--- src/source/matmul_settings.svh ---
// Matmul sizes and widths
`ifndef MATMUL_SETTINGS_SVH
`define MATMUL_SETTINGS_SVH

// Rows of A, also rows of C
`define MM_ROWS 4

// Rows of B, one per output column of C
`define MM_COLS 4

// Inner dimension K
`define MM_INNER 16

// Elements packed in one RAM word
`define MM_CHUNK 4

// Words per row, K / CHUNK
`define MM_KCH (`MM_INNER / `MM_CHUNK)

`define MM_ELEM_W 8   // Signed operand width
`define MM_FRAC 4     // Right shift on the finished sum
`define MM_OUT_W 16   // Result width
`define MM_SUM_W 24   // Accumulator width

// Read issue to output register, in cycles
// RAM, product, chunk sum, accumulator
`define MM_PIPE_LAT 4

`endif

--- src/source/matmul_pkg.sv ---
// Matmul shared types
`include "matmul_settings.svh"

package matmul_pkg;

    // Single signed operand
    typedef logic signed [`MM_ELEM_W-1:0] elem_t;

    // One RAM word, lane 0 in the low bits
    typedef logic [`MM_CHUNK*`MM_ELEM_W-1:0] word_t;

    // A holds ROWS x KCH words
    typedef logic [$clog2(`MM_ROWS*`MM_KCH)-1:0] a_addr_t;

    // B holds COLS x KCH words, one row per output column
    typedef logic [$clog2(`MM_COLS*`MM_KCH)-1:0] b_addr_t;

    typedef logic signed [`MM_SUM_W-1:0] sum_t;   // Running dot product
    typedef logic [`MM_OUT_W-1:0] result_t;       // Shifted, truncated element

    // Sequencer states
    typedef enum logic [1:0] {
        IDLE,       // Loading allowed, waiting for start
        RUN,        // One read per cycle
        DRAIN,      // Waiting on the engine pipeline
        FINISHED    // done high, loading allowed again
    } seq_state_t;

endpackage

--- src/source/dual_port_bram.sv ---
// Behavioural block RAM
// One write port, one registered read port
`timescale 1ns/1ps

module dual_port_bram #(
    parameter int DATA_W = 32,
    parameter int DEPTH = 16,
    localparam int ADDR_W = (DEPTH > 1) ? $clog2(DEPTH) : 1
) (
    input  logic              clk,

    // Write side, used during loading
    input  logic              wr_en,
    input  logic [ADDR_W-1:0] wr_addr,
    input  logic [DATA_W-1:0] wr_data,

    // Read side, used during compute
    input  logic              rd_en,
    input  logic [ADDR_W-1:0] rd_addr,
    output logic [DATA_W-1:0] rd_data
);

    // Storage array, contents undefined until loaded
    logic [DATA_W-1:0] mem [DEPTH];

    always_ff @(posedge clk) begin
        if (wr_en) begin
            mem[wr_addr] <= wr_data;
        end
    end

    // One cycle read latency
    always_ff @(posedge clk) begin
        if (rd_en) begin
            rd_data <= mem[rd_addr]; // Holds last word when idle
        end
    end

endmodule

--- src/source/tile_sequencer.sv ---
// Tile sequencer
// Walks C in row-major order, one chunk read per cycle
`timescale 1ns/1ps
`include "matmul_settings.svh"

module tile_sequencer import matmul_pkg::*; (
    input  logic    clk,
    input  logic    rst_n,
    input  logic    start,

    output logic    load_open,    // External writes allowed
    output logic    rd_en,
    output a_addr_t a_rd_addr,
    output b_addr_t b_rd_addr,
    output logic    chunk_valid,  // Tags travel with the read
    output logic    chunk_first,
    output logic    chunk_last,
    output logic    done
);

    // Counter widths, at least one bit each
    localparam int CH_W  = (`MM_KCH > 1) ? $clog2(`MM_KCH) : 1;
    localparam int COL_W = (`MM_COLS > 1) ? $clog2(`MM_COLS) : 1;
    localparam int ROW_W = (`MM_ROWS > 1) ? $clog2(`MM_ROWS) : 1;
    localparam int DR_W  = $clog2(`MM_PIPE_LAT + 1);

    seq_state_t state;

    logic [CH_W-1:0]  chunk_cnt;  // Chunk along K
    logic [COL_W-1:0] col_cnt;    // Column of C, row of B
    logic [ROW_W-1:0] row_cnt;    // Row of C and A
    logic [DR_W-1:0]  drain_cnt;  // Cycles spent in DRAIN

    logic chunk_wrap;
    logic col_wrap;
    logic last_read;

    assign chunk_wrap = (chunk_cnt == CH_W'(`MM_KCH - 1));
    assign col_wrap   = (col_cnt == COL_W'(`MM_COLS - 1));
    // Final chunk of the final element
    assign last_read  = chunk_wrap && col_wrap && (row_cnt == ROW_W'(`MM_ROWS - 1));

    always_ff @(posedge clk) begin
        if (!rst_n) begin
            state     <= IDLE;
            chunk_cnt <= '0;
            col_cnt   <= '0;
            row_cnt   <= '0;
            drain_cnt <= '0;
        end else begin
            case (state)
                IDLE, FINISHED: begin
                    if (start) begin
                        state     <= RUN; // First read next cycle
                        chunk_cnt <= '0;
                        col_cnt   <= '0;
                        row_cnt   <= '0;
                    end
                end

                RUN: begin
                    // Chunk -> column -> row
                    if (chunk_wrap) begin
                        chunk_cnt <= '0;
                        if (col_wrap) begin
                            col_cnt <= '0;
                            row_cnt <= row_cnt + 1'b1;
                        end else begin
                            col_cnt <= col_cnt + 1'b1;
                        end
                    end else begin
                        chunk_cnt <= chunk_cnt + 1'b1;
                    end

                    if (last_read) begin
                        state     <= DRAIN;
                        drain_cnt <= '0;
                    end
                end

                DRAIN: begin
                    // Last result leaves the engine on the final drain cycle
                    if (drain_cnt == DR_W'(`MM_PIPE_LAT - 1)) begin
                        state <= FINISHED;
                    end else begin
                        drain_cnt <= drain_cnt + 1'b1;
                    end
                end

                default: state <= IDLE;
            endcase
        end
    end

    // Reads issue straight from state, no gaps
    assign rd_en       = (state == RUN);
    assign chunk_valid = rd_en;
    assign chunk_first = rd_en && (chunk_cnt == '0);
    assign chunk_last  = rd_en && chunk_wrap;

    // Word address is row * KCH + chunk
    assign a_rd_addr = a_addr_t'(row_cnt * `MM_KCH + chunk_cnt);
    assign b_rd_addr = b_addr_t'(col_cnt * `MM_KCH + chunk_cnt);

    assign load_open = (state == IDLE) || (state == FINISHED);
    assign done      = (state == FINISHED); // Held until next start

endmodule

--- src/source/dot_product_engine.sv ---
// Dot-product engine
// Lane multiply, chunk sum, accumulate, fraction shift
`timescale 1ns/1ps
`include "matmul_settings.svh"

module dot_product_engine import matmul_pkg::*; (
    input  logic    clk,
    input  logic    rst_n,
    input  word_t   a_word,       // From A RAM, one cycle after the read
    input  word_t   b_word,       // From B RAM
    input  logic    chunk_valid,  // Tags issued with the read
    input  logic    chunk_first,
    input  logic    chunk_last,
    output result_t out_data,
    output logic    out_valid
);

    localparam int PROD_W = 2 * `MM_ELEM_W;

    // Tags lined up with RAM data
    logic valid_q1, first_q1, last_q1;
    // Tags alongside the products
    logic valid_q2, first_q2, last_q2;
    // Tags alongside the chunk sum
    logic valid_q3, first_q3, last_q3;

    logic signed [PROD_W-1:0] prod_q [`MM_CHUNK];
    sum_t lane_sum;
    sum_t csum_q;
    sum_t acc_q;
    sum_t acc_next;

    // Tag pipeline
    always_ff @(posedge clk) begin
        if (!rst_n) begin
            valid_q1 <= 1'b0;
            valid_q2 <= 1'b0;
            valid_q3 <= 1'b0;
        end else begin
            valid_q1 <= chunk_valid;
            valid_q2 <= valid_q1;
            valid_q3 <= valid_q2;
        end
        first_q1 <= chunk_first;
        last_q1  <= chunk_last;
        first_q2 <= first_q1;
        last_q2  <= last_q1;
        first_q3 <= first_q2;
        last_q3  <= last_q2;
    end

    // Stage 2: signed lane products
    always_ff @(posedge clk) begin
        for (int i = 0; i < `MM_CHUNK; i++) begin
            prod_q[i] <= elem_t'(a_word[i*`MM_ELEM_W +: `MM_ELEM_W]) *
                         elem_t'(b_word[i*`MM_ELEM_W +: `MM_ELEM_W]);
        end
    end

    // Adder tree, sign extended to accumulator width
    always_comb begin
        lane_sum = '0;
        for (int i = 0; i < `MM_CHUNK; i++) begin
            lane_sum = lane_sum + sum_t'(prod_q[i]);
        end
    end

    // Stage 3: chunk sum
    always_ff @(posedge clk) begin
        csum_q <= lane_sum;
    end

    // First chunk restarts the element
    assign acc_next = first_q3 ? csum_q : acc_q + csum_q;

    // Stage 4: accumulator and output register
    always_ff @(posedge clk) begin
        if (valid_q3) begin
            acc_q <= acc_next;
            if (last_q3) begin
                out_data <= result_t'(acc_next >>> `MM_FRAC); // Keep low OUT_W bits
            end
        end
    end

    always_ff @(posedge clk) begin
        if (!rst_n) begin
            out_valid <= 1'b0;
        end else begin
            out_valid <= valid_q3 && last_q3; // One pulse per element
        end
    end

endmodule

--- src/source/matmul_top.sv ---
// Matmul top
// Two RAMs, sequencer and dot-product engine
`timescale 1ns/1ps
`include "matmul_settings.svh"

module matmul_top import matmul_pkg::*; (
    input  logic    clk,
    input  logic    rst_n,
    input  logic    start,

    // A matrix load port
    input  logic    a_wr_en,
    input  a_addr_t a_wr_addr,
    input  word_t   a_wr_data,

    // B matrix load port, one row per output column
    input  logic    b_wr_en,
    input  b_addr_t b_wr_addr,
    input  word_t   b_wr_data,

    output result_t out_data,
    output logic    out_valid,
    output logic    done
);

    logic    load_open;
    logic    rd_en;
    a_addr_t a_rd_addr;
    b_addr_t b_rd_addr;
    word_t   a_rd_word;
    word_t   b_rd_word;
    logic    chunk_valid;
    logic    chunk_first;
    logic    chunk_last;

    // Writes dropped while a job runs
    logic a_bram_wr_en;
    logic b_bram_wr_en;

    assign a_bram_wr_en = a_wr_en & load_open;
    assign b_bram_wr_en = b_wr_en & load_open;

    dual_port_bram #(
        .DATA_W ($bits(word_t)),
        .DEPTH  (`MM_ROWS * `MM_KCH)
    ) a_bram_i (
        .clk     (clk),
        .wr_en   (a_bram_wr_en),
        .wr_addr (a_wr_addr),
        .wr_data (a_wr_data),
        .rd_en   (rd_en),
        .rd_addr (a_rd_addr),
        .rd_data (a_rd_word)
    );

    dual_port_bram #(
        .DATA_W ($bits(word_t)),
        .DEPTH  (`MM_COLS * `MM_KCH)
    ) b_bram_i (
        .clk     (clk),
        .wr_en   (b_bram_wr_en),
        .wr_addr (b_wr_addr),
        .wr_data (b_wr_data),
        .rd_en   (rd_en),     // Same read strobe as A
        .rd_addr (b_rd_addr),
        .rd_data (b_rd_word)
    );

    tile_sequencer seq_i (
        .clk         (clk),
        .rst_n       (rst_n),
        .start       (start),
        .load_open   (load_open),
        .rd_en       (rd_en),
        .a_rd_addr   (a_rd_addr),
        .b_rd_addr   (b_rd_addr),
        .chunk_valid (chunk_valid),
        .chunk_first (chunk_first),
        .chunk_last  (chunk_last),
        .done        (done)
    );

    dot_product_engine engine_i (
        .clk         (clk),
        .rst_n       (rst_n),
        .a_word      (a_rd_word),
        .b_word      (b_rd_word),
        .chunk_valid (chunk_valid),
        .chunk_first (chunk_first),
        .chunk_last  (chunk_last),
        .out_data    (out_data),
        .out_valid   (out_valid)
    );

endmodule

--- config.mk ---
export PLATFORM = sky130hd
export DESIGN_NAME = matmul_top
export DESIGN_NICKNAME = d
export VERILOG_FILES = /design/src/source/matmul_pkg.sv /design/src/source/dual_port_bram.sv /design/src/source/tile_sequencer.sv /design/src/source/dot_product_engine.sv /design/src/source/matmul_top.sv
export VERILOG_INCLUDE_DIRS = /design/src /design/src/source
export SDC_FILE = /design/constraint.sdc
export NUM_CORES = 2
export LEC_CHECK = 0
export BUFFER_PORTS_ARGS = -buffer_cell sky130_fd_sc_hd__buf_2
export CAP_MARGIN = 15
export CORE_ASPECT_RATIO = 0.9
export CORE_UTILIZATION = 63
export CTS_BUF_LIST = sky130_fd_sc_hd__clkbuf_16
export CTS_CLUSTER_SIZE = 16
export DETAILED_ROUTE_END_ITERATION = 8
export PLACE_DENSITY = 0.85
export SETUP_SLACK_MARGIN = 0.15
export SLEW_MARGIN = 20
export SYNTH_ARGS = -nofsm -noshare
export SYNTH_HDL_FRONTEND = slang
export SYNTH_SLANG_ARGS = --single-unit
--- constraint.sdc ---
create_clock -name clk -period 5.4 [get_ports clk]
set_input_delay 0.54 -clock clk [delete_from_list [all_inputs] [get_ports clk]]
set_output_delay 0.54 -clock clk [all_outputs]
set_load 0.01 [all_outputs]
# == Word-level counts from Yosys, hierarchy flattened ==
# Memory sizes are Yosys's and may differ from the RTL's. A register that Yosys moved wholly into a read port is not among the register bits.
# Index checks and enable logic that the tools add are counted.
# word_totals
memories,3
ram_bits,1088
ff_bits,85
out_inout_bits,18
# mem_list
name,words,word_bits,read_ports,rd_ports_with_merged_regs,wr,line_no,text
a_bram_i.mem,16,32,1,1,1,dual_port_bram.sv:24,logic [DATA_W-1:0] mem [DEPTH];
b_bram_i.mem,16,32,1,1,1,dual_port_bram.sv:24,
engine_i.prod_q,4,16,4,0,4,dot_product_engine.sv:27,logic signed [PROD_W-1:0] prod_q [`MM_CHUNK];
# op_classes
mul,4
bitwise,2
n_reduce_logical,17
eq_ne,13
muxes,21
add_sub_neg,10
# ops
op,n
$mul 8x8->16,4
$add 24x16->24,1
$add 24x24->24,1
$mux 24,1
$add 17x16->18,1
$mux 2,9
$add 16x16->17,1
$pmux 2 s2,3
$eq 2x2->1 const B,5
$ne 2x2->1 const B,5
$reduce_and 3->1,3
$add 4x2->4,2
$add 2x1->2 const B,3
$mux 3,2
$pmux 2 s3,1
$pmux 3 s2,1
$logic_and 1x1->1,5
$logic_not 2->1,2
$mux 1,4
$reduce_and 2->1,2
$reduce_and 4->1,1
$reduce_bool 2->1,2
$add 3x1->3 const B,1
$eq 3x2->1 const B,1
5 further kinds,6

# == Depth between registers and ports, before layout ==
# logic_depth
depth_word,5
mapped_depth,19

# == Hierarchy ==
# Synthesis repeated with hierarchy kept, for this count alone.
# hier_totals
hier_cells,3371
area_unflattened_um2,56829.5
# by_module_without_submodules
module,cells_per_inst,instances,seq_area_each_um2,area_each_um2
dual_port_bram (b_bram_i),838,1,16335.7,20174.3
dual_port_bram (a_bram_i),838,1,16335.7,20155.6
dot_product_engine,1605,1,2942.8,15740.1
tile_sequencer,88,1,220.2,747.0
matmul_top,2,1,0.0,12.5

# == Worst setup path before layout ==
# No wires, ideal clock.
# synth_timing
kind,reg-to-reg
startpoint,register a_bram_i.rd_data[29] (read register of a_bram_i.mem)
endpoint,memory engine_i.prod_q[3][15] (netlist name)
t_required_ps,5328
stages_incl_launch_ff,17
n_path_buf,0
path_slack_ps,1029
arrival_ps,4299
setup_time_ps,72
cell_sequence,edfxtp_1 and2_1 fa_1 inv_1 fa_1 inv_1 fa_1 inv_1 fa_1 inv_1 ha_1 o21ai_0 nor2_1 or4_1 a41o_1 o41ai_1 xnor2_1
# synth_lines
item,line_no,text
"start, declared",dual_port_bram.sv:20,output logic [DATA_W-1:0] rd_data
"end, declared",dot_product_engine.sv:27,

==> impl_metrics.csv <==
group,metric,value,unit
logic_synthesis,synthCells,3280,
timing,hold_violations,0,
final_layout,fin_nets,3952,
grt,grt_util_all_layers,31.0,%
timing,worst_pin_slew,1.16,ns
route,drc,0,
worst_setup_path,arrival,5.32,ns
logic_synthesis,netlist_area,57100,µm²
die,dieArea,91800,µm²
grt,busiest_layer,"met2",
clocking,cts_setup_buffers,0,
grt,grt_pass1_vias,32300,
logic_synthesis,synth_enable_flop_cells,1124,
clocking,clk_pin_slew,0.07,ns
worst_setup_path,path_delay_family,"adder cells",
run_status,outcome,"finished, final reports clean",
grt,grt_first_pass_wirelength,206000,µm
grt,met1_usage,40.8,%
place,place.gp.congestion,0.911,
die,dieWidth,319,µm
logic_synthesis,synth_ff_type,"edfxtp_1",
grt,grt_start_max_net_pins,99,
worst_setup_path,max_stage_delay,0.55,ns
route,first_iter_violations,4187,
route,num_vias,31100,
die,io_pins,95,
timing,rsz0062_at_grt,"no",
clocking,cts.sinks,1229,
worst_setup_path,crit_slowest_cell,"edfxtp_1",
worst_setup_path,cp.buffers_inverters,4,
worst_setup_path,path_class,"reg -> reg",
clocking,cts_tree,"yes",
logic_synthesis,synth_cell_type_count,66,
route,wl,139000,µm
place,io_buffers,94,
route,drt_first_pass_iters,6,
route,wire_per_inst,29.5,µm
timing,clock_skew,0.0464,ns
route,viasPerCell,6.59,
worst_hold_path,hold_class,"in -> reg",
worst_setup_path,cp_cell_sequence,"and2_1 -> fa_1 -> inv_1 -> fa_1 -> inv_1 -> fa_1 -> inv_1 -> fa_1 -> inv_1 -> ha_1 -> o21ai_0 -> o21bai_1 -> or3_1 -> a41o_1 -> o41ai_1 -> xnor2_1",
clocking,clock_latency,0.72,ns
timing,setup_viol,0,
grt,antenna_found_initial,13,
timing,finalMaxSlewViolations,0,
timing,tns,0,ns
timing,relSlewSlack,20.6,%
logic_synthesis,syn_nets,3776,
die,die_h,288,µm
logic_synthesis,synth.top_cell.area_share,59.1,%
worst_setup_path,end_kind,"register",
place,post-dp-hpwl,81000,µm
clocking,htree_num_levels,3,
logic_synthesis,ys_top_cells_by_area,"edfxtp_1 (59%), mux4_2 (13%), fa_1 (8.4%)",
grt,globalRouteOverflowTotal,0,
die,num_rows,104,
timing,layout_min_cycle_time,4.77,ns
grt,use_met3,6.23,%
worst_setup_path,cp.required,5.95,ns
grt,use_met2,50.5,%
clocking,holdBufCountCts,0,
die,core,89500,µm²
timing,min_period_over_period,88.3,%
logic_synthesis,async_reset_ff_share,0,%
final_layout,drive_above_1_share,19.1,%
route,ant_nets,0,
timing,clock.fmax,0.210,GHz
clocking,ctsResizeCount,0,
logic_synthesis,yosys.area.top_type,"edfxtp_1",
clocking,root_buffer,"clkbuf_16",
die,initial_core_util,63.7,%
clocking,cts_max_path_buffers,3,
logic_synthesis,synth_seq_cells,1229,
flow_run,drv_cap,0,
final_layout,area_delta_synth_final,10.6,%
worst_setup_path,crit_fanout,8,
clocking,cts_buffers,114,
logic_synthesis,ys_seq_area_share,62.8,%
logic_synthesis,yosys_warnings,0,
worst_setup_path,worst_setup_path_start_kind,"register",
logic_synthesis,avgSynthCellArea,17.4,µm²
## state kept, by name, summed over array words and instances, names as in the netlist, 2 cells and up
register and count:
seq_i.row_cnt 2, seq_i.drain_cnt 3, a_bram_i.mem 512, engine_i.acc_q 20, engine_i.csum_q 20, engine_i.out_data 16, engine_i.prod_q 64, seq_i.state 2
b_bram_i.rd_data 32, seq_i.col_cnt 2, seq_i.chunk_cnt 2, b_bram_i.mem 512, a_bram_i.rd_data 32
## cell usage after synthesis (all sizes together) (52+ instances only)
library cell and n:
mux4 320, clkbuf 52, fa 239, nand2 143, edfxtp 1124, a21oi 62
dfxtp 105, xnor2 78, and2 159, ha 180, inv 322, nor2 105
o21ai 53
## metrics by stage
step | utilization [%] | setup WS [ns] | instance area (µm²) | instances | hold slack, ns
2_1_floorplan | - | 1.03 | 57100 | 3280 | 0.310
3_3_place_gp | 66.3 | 0.852 | 59400 | 4506 | 0.315
3_5_place_dp | 66.3 | 0.731 | 59400 | 4506 | 0.313
4_1_cts | 70.5 | 0.674 | 63100 | 4713 | 0.159
5_1_grt | 70.5 | 0.451 | 63100 | 4716 | 0.180
6_report | 70.5 | 0.630 | 63100 | 4718 | 0.194
## cells by family (layout without fill, tap and decap cells)
group,count (synthesis),count (layout),share of synthesized area [%]
buf+inv,408,675,2.73
mux,330,330,12.8
other cells,0,5,0
fa+ha+maj,419,419,12.3
flops,1229,1229,62.8
xor+xnor,98,98,1.50
simple gates,550,550,4.92
compound gates,246,246,2.88
## worst paths after layout
check | startpoint | endpoint | slack [ns] | cells past startpoint
worst min-delay path | b_wr_data[28] | b_bram_i.mem[15][28] | 0.19 | 1
worst min register to register | engine_i.last_q1 | engine_i.last_q2 | 0.33 | 0
worst max-delay path | a_bram_i.rd_data[21] | engine_i.prod_q[2][15] | 0.63 | 16
worst max register to register | a_bram_i.rd_data[21] | engine_i.prod_q[2][15] | 0.63 | 16
## cell type report
cell class              instances  area, µm²
clock buffers                 115       2880
multi-input cells            1643      19900
diodes                          5       12.5
fillers                      5199      26400
inverters                     322       1210
repair buffers                146        948
flip-flops and latches       1229      35900
clock inverters                92        861
well taps                    1166       1460
## worst register-to-register path, stage by stage (launching register included)
cell	delay, ns
edfxtp_1	0.55
and2_1	0.24
fa_1	0.55
inv_1	0.07
fa_1	0.54
inv_1	0.06
fa_1	0.47
inv_1	0.05
fa_1	0.47
inv_1	0.04
ha_1	0.30
o21ai_0	0.09
o21bai_1	0.10
or3_1	0.34
a41o_1	0.26
o41ai_1	0.34
xnor2_1	0.15
## metal layers
metal	wire [µm]	up-vias
li1	-	12700
met1	50300	15900
met2	68100	2057
met3	13800	406
met4	6820	14
met5	86	-
## cell usage in the layout (no fill, tap or decap), drive strengths merged, types with 14 or more instances in the layout
cell type	synthesis	final
nor3	27	27
mux4	320	320
a21o	19	19
xnor2	78	78
clkinv	0	55
nor2b	20	20
or3	14	14
nor2	105	105
fa	239	239
xor2	20	20
inv	322	343
clkbuf	52	115
buf	34	146
dfxtp	105	105
o21ai	53	53
o21a	16	16
nand2	143	143
ha	180	180
nand2b	27	27
and2	159	159
a21oi	62	62
edfxtp	1124	1124
Power is not shown: default switching activity piles up to over one toggle a cycle in this logic, so the estimate is an artifact.
